<file path="config.mk">
export PLATFORM = sky130hd
export DESIGN_NAME = lc4_pipeline
export DESIGN_NICKNAME = d
export VERILOG_FILES = /design/src/source/lc4_pkg.sv /design/src/source/lc4_alu.sv /design/src/source/lc4_branch_unit.sv /design/src/source/lc4_decoder.sv /design/src/source/lc4_hazard_unit.sv /design/src/source/lc4_pipeline.sv /design/src/source/lc4_regfile.sv
export SDC_FILE = /design/constraint.sdc
export NUM_CORES = 1
export LEC_CHECK = 0
export BUFFER_PORTS_ARGS = -buffer_cell sky130_fd_sc_hd__buf_2
export CORE_ASPECT_RATIO = 1.2
export CORE_UTILIZATION = 58
export DETAILED_ROUTE_END_ITERATION = 12
export PLACE_DENSITY = 0.77
export SYNTH_ARGS = -nofsm -noshare
export SYNTH_HDL_FRONTEND = slang
export SYNTH_HIERARCHICAL = 1
export SYNTH_SLANG_ARGS = --single-unit
</file>
<file path="constraint.sdc">
create_clock -name gwe -period 13.8 [get_ports gwe]
set_clock_uncertainty 0.15 [all_clocks]
set_input_delay 0.69 -clock gwe [delete_from_list [all_inputs] [get_ports gwe]]
set_output_delay 0.69 -clock gwe [all_outputs]
set_load 0.02 [all_outputs]
</file>
<file path="src/source/lc4_pkg.sv">
package lc4_pkg;

    localparam int WORD_W   = 16;   // data and address width
    localparam int REG_W    = 3;    // register index width
    localparam int NUM_REGS = 8;

    localparam logic [WORD_W-1:0] RESET_PC = 16'h8200;   // first fetch address

    // major opcodes live in insn[15:12]
    localparam logic [3:0] OP_BR    = 4'b0000;
    localparam logic [3:0] OP_ARITH = 4'b0001;
    localparam logic [3:0] OP_ADDI  = 4'b0001;   // arith major with insn[5] set
    localparam logic [3:0] OP_LDR   = 4'b0110;
    localparam logic [3:0] OP_STR   = 4'b0111;
    localparam logic [3:0] OP_CONST = 4'b1001;

    // register-form subcodes, taken from {insn[5], insn[4:3]}
    localparam logic [2:0] SUB_ADD = 3'b000;
    localparam logic [2:0] SUB_AND = 3'b001;
    localparam logic [2:0] SUB_SUB = 3'b010;
    localparam logic [2:0] SUB_OR  = 3'b011;

    typedef struct packed {
        logic [3:0]       opcode;
        logic [REG_W-1:0] rd;
        logic [REG_W-1:0] rs;
        logic             imm_f;    // set for the imm5 form
        logic [4:0]       field;    // {sub[1:0], rt} or imm5
    } insn_arith_t;

    typedef struct packed {
        logic [3:0]       opcode;
        logic [REG_W-1:0] rd;       // load target or store source
        logic [REG_W-1:0] base;
        logic [5:0]       off6;
    } insn_mem_t;

    // CONST reuses this layout with nzp as rd and off9 as imm9
    typedef struct packed {
        logic [3:0] opcode;
        logic [2:0] nzp;
        logic [8:0] off9;
    } insn_br_t;

    typedef union packed {
        insn_arith_t arith;
        insn_mem_t   mem;
        insn_br_t    br;
    } insn_u;

    typedef struct packed {
        logic [REG_W-1:0] rs;
        logic [REG_W-1:0] rt;
        logic [REG_W-1:0] rd;
        logic             rs_re;
        logic             rt_re;
        logic             rd_we;
        logic             nzp_we;
        logic             is_load;
        logic             is_store;
        logic             is_branch;
    } ctrl_t;

    // one record per retired instruction, built in writeback
    typedef struct packed {
        logic              valid;
        logic [WORD_W-1:0] pc;
        logic [WORD_W-1:0] insn;
        logic              rd_we;
        logic [REG_W-1:0]  rd;
        logic [WORD_W-1:0] rd_data;
        logic              nzp_we;
        logic [2:0]        nzp;
        logic              dmem_we;
        logic [WORD_W-1:0] dmem_addr;
        logic [WORD_W-1:0] dmem_data;   // store data or loaded word
    } retire_t;

    typedef enum logic [1:0] {
        BYP_RF  = 2'd0,   // operand from the decode-stage read
        BYP_MEM = 2'd1,   // MX
        BYP_WB  = 2'd2    // WX
    } byp_sel_e;

endpackage

</file>
<file path="src/source/lc4_alu.sv">
`timescale 1ns/1ps

module lc4_alu
    import lc4_pkg::*;
(
    input  insn_u             i_insn,
    input  logic [WORD_W-1:0] i_pc,
    input  logic [WORD_W-1:0] i_rs_data,
    input  logic [WORD_W-1:0] i_rt_data,
    output logic [WORD_W-1:0] o_result,
    output logic [WORD_W-1:0] o_target
);

    logic [WORD_W-1:0] imm5_sx;    // ADD immediate
    logic [WORD_W-1:0] off6_sx;    // load/store offset
    logic [WORD_W-1:0] imm9_sx;    // branch offset or CONST value
    logic [3:0]        opcode;
    logic [2:0]        sub;

    assign opcode  = i_insn.arith.opcode;
    assign sub     = {i_insn.arith.imm_f, i_insn.arith.field[4:3]};
    assign imm5_sx = {{(WORD_W-5){i_insn.arith.field[4]}}, i_insn.arith.field};
    assign off6_sx = {{(WORD_W-6){i_insn.mem.off6[5]}}, i_insn.mem.off6};
    assign imm9_sx = {{(WORD_W-9){i_insn.br.off9[8]}}, i_insn.br.off9};

    always_comb begin
        o_result = '0;
        if ((opcode == OP_ADDI) && i_insn.arith.imm_f) begin
            o_result = i_rs_data + imm5_sx;
        end else if (opcode == OP_ARITH) begin
            case (sub)
                SUB_ADD: o_result = i_rs_data + i_rt_data;
                SUB_SUB: o_result = i_rs_data - i_rt_data;
                SUB_AND: o_result = i_rs_data & i_rt_data;
                SUB_OR:  o_result = i_rs_data | i_rt_data;
                default: o_result = '0;
            endcase
        end else if ((opcode == OP_LDR) || (opcode == OP_STR)) begin
            o_result = i_rs_data + off6_sx;    // effective address
        end else if (opcode == OP_CONST) begin
            o_result = imm9_sx;
        end
    end

    // PC + 1 + offset9 used only when the branch is taken
    assign o_target = i_pc + WORD_W'(1) + imm9_sx;

endmodule

</file>
<file path="src/source/lc4_branch_unit.sv">
`timescale 1ns/1ps

module lc4_branch_unit
    import lc4_pkg::*;
(
    input  logic              gwe,
    input  logic              i_rst_n,
    input  ctrl_t             i_ex_ctrl,
    input  insn_u             i_ex_insn,
    input  logic [WORD_W-1:0] i_alu_result,
    input  logic              i_mem_is_load,
    input  logic [WORD_W-1:0] i_mem_load_data,
    output logic              o_taken,
    output logic [2:0]        o_nzp
);

    logic [2:0] nzp_q;    // zero after reset so nothing is taken early
    logic [2:0] alu_flags;
    logic [2:0] ld_flags;

    function automatic logic [2:0] flags_of(input logic [WORD_W-1:0] v);
        logic [2:0] f;
        if (v[WORD_W-1]) begin
            f = 3'b100;
        end else if (v == '0) begin
            f = 3'b010;
        end else begin
            f = 3'b001;
        end
        return f;
    endfunction

    assign alu_flags = flags_of(i_alu_result);
    assign ld_flags  = flags_of(i_mem_load_data);

    always_ff @(posedge gwe or negedge i_rst_n) begin
        if (!i_rst_n) begin
            nzp_q <= '0;
        end else if (i_ex_ctrl.nzp_we && !i_ex_ctrl.is_load) begin
            nzp_q <= alu_flags;    // younger writer wins
        end else if (i_mem_is_load) begin
            nzp_q <= ld_flags;
        end
    end

    assign o_taken = i_ex_ctrl.is_branch && |(i_ex_insn.br.nzp & nzp_q);
    // flags as set by the memory-stage instruction
    assign o_nzp   = i_mem_is_load ? ld_flags : nzp_q;

endmodule

</file>
<file path="src/source/lc4_decoder.sv">
`timescale 1ns/1ps

module lc4_decoder
    import lc4_pkg::*;
(
    input  insn_u i_insn,
    output ctrl_t o_ctrl
);

    always_comb begin
        o_ctrl = '0;    // unknown opcodes stay a nop
        case (i_insn.arith.opcode)
            OP_BR: begin
                o_ctrl.is_branch = 1'b1;    // mask is tested in execute
            end

            OP_ARITH: begin    // register forms and ADD imm5
                o_ctrl.rs     = i_insn.arith.rs;
                o_ctrl.rs_re  = 1'b1;
                o_ctrl.rt     = i_insn.arith.field[2:0];
                o_ctrl.rt_re  = ~i_insn.arith.imm_f;   // no rt in the imm form
                o_ctrl.rd     = i_insn.arith.rd;
                o_ctrl.rd_we  = 1'b1;
                o_ctrl.nzp_we = 1'b1;
            end

            OP_LDR: begin
                o_ctrl.rs      = i_insn.mem.base;
                o_ctrl.rs_re   = 1'b1;
                o_ctrl.rd      = i_insn.mem.rd;
                o_ctrl.rd_we   = 1'b1;
                o_ctrl.nzp_we  = 1'b1;    // flags come from the loaded word
                o_ctrl.is_load = 1'b1;
            end

            OP_STR: begin
                o_ctrl.rs       = i_insn.mem.base;
                o_ctrl.rs_re    = 1'b1;
                // store source rides the rt port
                o_ctrl.rt       = i_insn.mem.rd;
                o_ctrl.rt_re    = 1'b1;
                o_ctrl.is_store = 1'b1;
            end

            OP_CONST: begin
                o_ctrl.rd     = i_insn.br.nzp;    // rd sits where the mask would be
                o_ctrl.rd_we  = 1'b1;
                o_ctrl.nzp_we = 1'b1;
            end

            default: begin
                o_ctrl = '0;
            end
        endcase
    end

    // a store never writes a register
    always_comb begin
        assert (!(o_ctrl.rd_we && o_ctrl.is_store))
            else $error("decoder: store decoded with rd_we set");
    end

endmodule

</file>
<file path="src/source/lc4_hazard_unit.sv">
`timescale 1ns/1ps

module lc4_hazard_unit
    import lc4_pkg::*;
(
    input  ctrl_t    i_dec_ctrl,
    input  ctrl_t    i_ex_ctrl,
    input  ctrl_t    i_mem_ctrl,
    input  ctrl_t    i_wb_ctrl,
    output byp_sel_e o_rs_sel,
    output byp_sel_e o_rt_sel,
    output logic     o_store_wm,
    output logic     o_stall
);

    logic mem_fwd_ok;    // memory stage has an ALU result headed for rd
    logic ld_rs_hit;
    logic ld_rt_hit;

    // a load in memory has no value yet, so it is left out of MX
    assign mem_fwd_ok = i_mem_ctrl.rd_we && !i_mem_ctrl.is_load;

    function automatic byp_sel_e pick_src(input logic re, input logic [REG_W-1:0] src);
        byp_sel_e sel;
        sel = BYP_RF;
        if (re && mem_fwd_ok && (i_mem_ctrl.rd == src)) begin
            sel = BYP_MEM;    // newest producer first
        end else if (re && i_wb_ctrl.rd_we && (i_wb_ctrl.rd == src)) begin
            sel = BYP_WB;
        end
        return sel;
    endfunction

    always_comb begin
        o_rs_sel = pick_src(i_ex_ctrl.rs_re, i_ex_ctrl.rs);
        o_rt_sel = pick_src(i_ex_ctrl.rt_re, i_ex_ctrl.rt);
    end

    // store data patched in memory from the writeback value
    assign o_store_wm = i_mem_ctrl.is_store && i_wb_ctrl.rd_we && (i_wb_ctrl.rd == i_mem_ctrl.rt);

    assign ld_rs_hit = i_dec_ctrl.rs_re && (i_dec_ctrl.rs == i_ex_ctrl.rd);
    assign ld_rt_hit = i_dec_ctrl.rt_re && !i_dec_ctrl.is_store     // store data goes via WM
                       && (i_dec_ctrl.rt == i_ex_ctrl.rd);

    // a branch waits for the load's flags
    assign o_stall = i_ex_ctrl.is_load && (ld_rs_hit || ld_rt_hit || i_dec_ctrl.is_branch);

    always_comb begin
        assert (!o_stall || (i_ex_ctrl.is_load && i_ex_ctrl.rd_we))
            else $error("hazard: stall without a load in execute");
    end

endmodule

</file>
<file path="src/source/lc4_pipeline.sv">
`timescale 1ns/1ps

module lc4_pipeline
    import lc4_pkg::*;
(
    input  logic              gwe,
    input  logic              i_rst_n,
    output logic [WORD_W-1:0] o_imem_addr,
    input  logic [WORD_W-1:0] i_imem_insn,
    output logic [WORD_W-1:0] o_dmem_addr,
    output logic              o_dmem_we,
    output logic [WORD_W-1:0] o_dmem_wdata,
    input  logic [WORD_W-1:0] i_dmem_rdata,
    output retire_t           o_retire
);

    logic [WORD_W-1:0] pc_q;
    logic [WORD_W-1:0] pc_next;
    logic              stall;
    logic              taken;

    logic              d_valid_q;
    logic [WORD_W-1:0] d_pc_q;
    insn_u             d_insn_q;
    ctrl_t             d_dec_ctrl;    // raw decoder output
    ctrl_t             d_ctrl;
    logic [WORD_W-1:0] d_rs_data;
    logic [WORD_W-1:0] d_rt_data;

    logic              x_valid_q;
    logic [WORD_W-1:0] x_pc_q;
    insn_u             x_insn_q;
    ctrl_t             x_ctrl_q;
    logic [WORD_W-1:0] x_rs_data_q;
    logic [WORD_W-1:0] x_rt_data_q;
    logic [WORD_W-1:0] x_rs_val;      // after bypass
    logic [WORD_W-1:0] x_rt_val;
    logic [WORD_W-1:0] x_result;
    logic [WORD_W-1:0] x_target;
    byp_sel_e          rs_sel;
    byp_sel_e          rt_sel;

    logic              m_valid_q;
    logic [WORD_W-1:0] m_pc_q;
    insn_u             m_insn_q;
    ctrl_t             m_ctrl_q;
    logic [WORD_W-1:0] m_result_q;
    logic [WORD_W-1:0] m_store_data_q;
    logic [WORD_W-1:0] m_store_data;
    logic              m_mem_op;
    logic              store_wm;
    logic [2:0]        m_nzp;

    logic              w_valid_q;
    logic [WORD_W-1:0] w_pc_q;
    insn_u             w_insn_q;
    ctrl_t             w_ctrl_q;
    logic [WORD_W-1:0] w_result_q;
    logic [WORD_W-1:0] w_mem_data_q;  // loaded word or store data
    logic [2:0]        w_nzp_q;
    logic [WORD_W-1:0] w_value;

    function automatic logic [WORD_W-1:0] fwd(input byp_sel_e sel,
                                              input logic [WORD_W-1:0] rf_val,
                                              input logic [WORD_W-1:0] mem_val,
                                              input logic [WORD_W-1:0] wb_val);
        logic [WORD_W-1:0] v;
        case (sel)
            BYP_MEM: v = mem_val;
            BYP_WB:  v = wb_val;
            default: v = rf_val;
        endcase
        return v;
    endfunction

    lc4_decoder u_decoder (.i_insn(d_insn_q), .o_ctrl(d_dec_ctrl));

    assign d_ctrl = d_valid_q ? d_dec_ctrl : '0;    // flushed slot decodes as a bubble

    lc4_regfile u_regfile (
        .gwe       (gwe),
        .i_rst_n   (i_rst_n),
        .i_rs      (d_ctrl.rs),
        .i_rt      (d_ctrl.rt),
        .i_rd      (w_ctrl_q.rd),
        .i_we      (w_ctrl_q.rd_we),
        .i_wdata   (w_value),
        .o_rs_data (d_rs_data),
        .o_rt_data (d_rt_data)
    );

    lc4_hazard_unit u_hazard (
        .i_dec_ctrl (d_ctrl),
        .i_ex_ctrl  (x_ctrl_q),
        .i_mem_ctrl (m_ctrl_q),
        .i_wb_ctrl  (w_ctrl_q),
        .o_rs_sel   (rs_sel),
        .o_rt_sel   (rt_sel),
        .o_store_wm (store_wm),
        .o_stall    (stall)
    );

    assign x_rs_val = fwd(rs_sel, x_rs_data_q, m_result_q, w_value);
    assign x_rt_val = fwd(rt_sel, x_rt_data_q, m_result_q, w_value);

    lc4_alu u_alu (
        .i_insn    (x_insn_q),
        .i_pc      (x_pc_q),
        .i_rs_data (x_rs_val),
        .i_rt_data (x_rt_val),
        .o_result  (x_result),
        .o_target  (x_target)
    );

    lc4_branch_unit u_branch (
        .gwe             (gwe),
        .i_rst_n         (i_rst_n),
        .i_ex_ctrl       (x_ctrl_q),
        .i_ex_insn       (x_insn_q),
        .i_alu_result    (x_result),
        .i_mem_is_load   (m_ctrl_q.is_load),
        .i_mem_load_data (i_dmem_rdata),
        .o_taken         (taken),
        .o_nzp           (m_nzp)
    );

    // flush outranks stall
    assign pc_next     = taken ? x_target : (stall ? pc_q : pc_q + WORD_W'(1));
    assign o_imem_addr = pc_q;

    always_ff @(posedge gwe or negedge i_rst_n) begin
        if (!i_rst_n) begin
            pc_q      <= RESET_PC;
            d_valid_q <= 1'b0;
            x_valid_q <= 1'b0;
            x_ctrl_q  <= '0;
            m_valid_q <= 1'b0;
            m_ctrl_q  <= '0;
            w_valid_q <= 1'b0;
            w_ctrl_q  <= '0;
        end else begin
            pc_q <= pc_next;
            if (taken) begin
                d_valid_q <= 1'b0;    // wrong-path fetch
            end else if (!stall) begin
                d_valid_q <= 1'b1;
            end
            if (taken || stall) begin
                x_valid_q <= 1'b0;    // bubble into execute
                x_ctrl_q  <= '0;
            end else begin
                x_valid_q <= d_valid_q;
                x_ctrl_q  <= d_ctrl;
            end
            m_valid_q <= x_valid_q;
            m_ctrl_q  <= x_ctrl_q;
            w_valid_q <= m_valid_q;
            w_ctrl_q  <= m_ctrl_q;
        end
    end

    always_ff @(posedge gwe) begin
        if (!stall) begin    // decode holds on a load-use stall
            d_pc_q   <= pc_q;
            d_insn_q <= i_imem_insn;
        end
        x_pc_q         <= d_pc_q;
        x_insn_q       <= d_insn_q;
        x_rs_data_q    <= d_rs_data;
        x_rt_data_q    <= d_rt_data;
        m_pc_q         <= x_pc_q;
        m_insn_q       <= x_insn_q;
        m_result_q     <= x_result;
        m_store_data_q <= x_rt_val;
        w_pc_q         <= m_pc_q;
        w_insn_q       <= m_insn_q;
        w_result_q     <= m_result_q;
        w_mem_data_q   <= m_ctrl_q.is_load ? i_dmem_rdata : o_dmem_wdata;
        w_nzp_q        <= m_nzp;
    end

    assign m_mem_op     = m_ctrl_q.is_load || m_ctrl_q.is_store;
    assign m_store_data = store_wm ? w_value : m_store_data_q;    // WM
    assign o_dmem_addr  = m_mem_op ? m_result_q : '0;
    assign o_dmem_we    = m_ctrl_q.is_store;
    assign o_dmem_wdata = m_ctrl_q.is_store ? m_store_data : '0;

    assign w_value = w_ctrl_q.is_load ? w_mem_data_q : w_result_q;

    always_comb begin
        o_retire.valid     = w_valid_q;
        o_retire.pc        = w_pc_q;
        o_retire.insn      = w_insn_q;
        o_retire.rd_we     = w_ctrl_q.rd_we;
        o_retire.rd        = w_ctrl_q.rd;
        o_retire.rd_data   = w_value;
        o_retire.nzp_we    = w_ctrl_q.nzp_we;
        o_retire.nzp       = w_nzp_q;
        o_retire.dmem_we   = w_ctrl_q.is_store;
        o_retire.dmem_addr = (w_ctrl_q.is_load || w_ctrl_q.is_store) ? w_result_q : '0;
        o_retire.dmem_data = w_mem_data_q;
    end

    a_retire_pc_known: assert property (@(posedge gwe) disable iff (!i_rst_n)
        o_retire.valid |-> !$isunknown(o_retire.pc))
        else $error("pipeline: retire valid with unknown pc");

endmodule

</file>
<file path="src/source/lc4_regfile.sv">
`timescale 1ns/1ps

module lc4_regfile
    import lc4_pkg::*;
(
    input  logic              gwe,
    input  logic              i_rst_n,
    input  logic [REG_W-1:0]  i_rs,
    input  logic [REG_W-1:0]  i_rt,
    input  logic [REG_W-1:0]  i_rd,
    input  logic              i_we,
    input  logic [WORD_W-1:0] i_wdata,
    output logic [WORD_W-1:0] o_rs_data,
    output logic [WORD_W-1:0] o_rt_data
);

    logic [WORD_W-1:0] regs_q [NUM_REGS];

    always_ff @(posedge gwe or negedge i_rst_n) begin
        if (!i_rst_n) begin
            for (int i = 0; i < NUM_REGS; i++) begin
                regs_q[i] <= '0;
            end
        end else if (i_we) begin
            regs_q[i_rd] <= i_wdata;    // writeback port
        end
    end

    // writeback data shows through to decode in the same cycle
    assign o_rs_data = (i_we && (i_rd == i_rs)) ? i_wdata : regs_q[i_rs];
    assign o_rt_data = (i_we && (i_rd == i_rt)) ? i_wdata : regs_q[i_rt];

    a_wdata_known: assert property (@(posedge gwe) disable iff (!i_rst_n)
        i_we |-> !$isunknown(i_wdata))
        else $error("regfile: unknown write data to r%0d", i_rd);

endmodule

</file>
==> out/metrics.cfg <==
[floorplanning]
rows = 75
dieHeight_um = 207.8
initial_core_util_pct = 58.66
die_area_mm2 = 0.03606
boundaryPins = 173
die_x_um = 173.5
fp.coreArea_mm2 = 0.03491

[power]
power_density_mw_per_mm2 = 173.5
ir_drop_mv = 0.1409
p_leak_nw = 10.46

[global_route]
grt_max_degree = 86
grt_pass1_vias = 14570
grt_pass1_wl_mm = 85.10
overflow = 0
grtUsageTotal_pct = 30.86
antenna_found_initial = 1

[timing]
fmax_mhz = 140.6
fin_crit_ns = 7.114
period_share_pct = 51.55
rsz0062_at_grt = false
worst_slew_pin_slew_ns = 1.244
setup_viol = 0
slew_headroom_pct = 16.99
fin_tns_setup_ns = 0
slew_viol_final = 0
hold_violations = 0

[finish]
fin_nets = 1942
largest_register_ffs = 128
area_growth_pct = 12.50
finish.instance_area_mm2 = 0.02304
top_register = u_regfile/regs_q
post-route-util_pct = 65.99
drive_above_1_share_pct = 29.14
fillCellCount = 2604

[setup_path]
crit_arrival_ns = 7.39
required_ns = 14.07
reg2reg_depth = 21
cp-end-kind = register
criticalPathCategory = reg2reg
cp_max_fo = 32
crit_path_start_kind = register

[clock_tree]
clk_latency_ns = 0.55
clkTransAtPathRegs_ns = 0.07
h-tree-depth = 2
numCtsBuffers = 41
cts_resized = 0
cts_buffer_depth = 3
post_cts_buffers = 0
cts-root-buf = clkbuf_16
clock-sinks = 411
cts_tree = yes
holdBufCountCts = 0

[synth]
yosysWarnings = 6
avgSynthCellArea_um2 = 12.02
synthCells = 1703
synthesis.nets = 1803
syn_area_mm2 = 0.02048

[run_status]
status = finished clean

[flow_run]
drv_cap = 0

[detailed_routing]
drt_iter0_markers = 1058
num_vias = 14590
drc_errors = 0
first_pass_iters = 7
wl_per_cell_um = 23.98
routed_via_density = 6.244
routed_wl_mm = 56.04
ant_nets = 0

[place]
gp_congestion = 0.9504
hpwlAfterDp_mm = 38.81
port_buffers = 172
placed_cell_area_mm2 = 0.02162

[hold_path]
hold_class = in2async

[metal layers]
metal | global-route usage (%) | vias to the layer above | share of wire, %
met1 | 39.09 | 7295 | 41
li1 | - | 6574 | -
met4 | 15.78 | 0 | 5.2
met5 | 0 | - | 0
met3 | 4.066 | 154 | 5.5
met2 | 51.82 | 570 | 49
[cell type report]
type | count | area [um2] | area share (%)
diodes | 1 | 2.502 | 0.01086
clock buffers | 59 | 1259 | 5.464
clock inverters | 16 | 151.4 | 0.6572
inverters | 36 | 135.1 | 0.5866
multi-input cells | 1150 | 10340 | 44.91
flip-flops and latches | 411 | 9472 | 41.11
well taps | 462 | 578.1 | 2.509
repair buffers | 202 | 1095 | 4.752
[worst max-delay path, stage by stage (launching register included)]
cell	delay [ns]
dfrtp_1	0.41
xor2_1	0.19
nor4_2	0.47
nor4_2	0.13
ha_1	0.90
o21ai_0	0.50
or3_1	0.46
or3b_1	0.41
or2_1	0.27
o41ai_1	0.34
xor2_1	0.12
ha_1	0.25
a21o_1	0.23
a2111oi_0	0.63
nand2_1	0.19
o21ai_4	0.16
xnor2_1	0.09
a221o_1	0.35
nor4_1	0.31
nand4_1	0.17
a21oi_1	0.19
a31oi_1	0.06
[path summary, 6_finish.rpt]
path	startpoint	endpoint	slack, ns
max in group asynchronous	i_rst_n	o_imem_addr[15]	11.66
hold reg to reg	m_pc_q[4]	w_pc_q[4]	0.16
setup reg to reg	m_ctrl_q[9]	u_branch/nzp_q[0]	6.69
setup / recovery	m_ctrl_q[9]	u_branch/nzp_q[0]	6.69
hold / removal	i_rst_n	u_regfile/regs_q[46]	0.04
min in group gwe	m_pc_q[4]	w_pc_q[4]	0.16
[placed cells by master, fill, tap and decap left out, types with 50 or more instances in the layout]
| cell type | n |
|---|---|
| mux4_1 | 64 |
| xor2_1 | 55 |
| buf_2 | 171 |
| mux2_2 | 219 |
| nor2b_1 | 56 |
| a21oi_1 | 50 |
| dfxtp_1 | 195 |
| nand2_1 | 99 |
| ha_1 | 63 |
| o21ai_0 | 76 |
| dfrtp_1 | 182 |
[per-stage QoR]
step	worst slack (ns)	total power, mW	hold slack, ns	cells
2_1_floorplan	7.980	2.455	0.1596	1703
4_1_cts	6.795	3.995	0.06498	2336
5_1_grt	6.282	4.175	0.09317	2336
3_3_place_gp	6.961	2.811	0.1603	2261
6_report	6.686	3.996	0.04193	2337
3_5_place_dp	6.853	2.839	0.1621	2261
[power by group]
group | switching [mW] | internal, mW
registers | 0.152 | 1.44
clock network | 0.472 | 0.677
logic | 0.740 | 0.519
total | 1.36 | 2.63
Note: power is estimated with default switching activity, not from simulation.
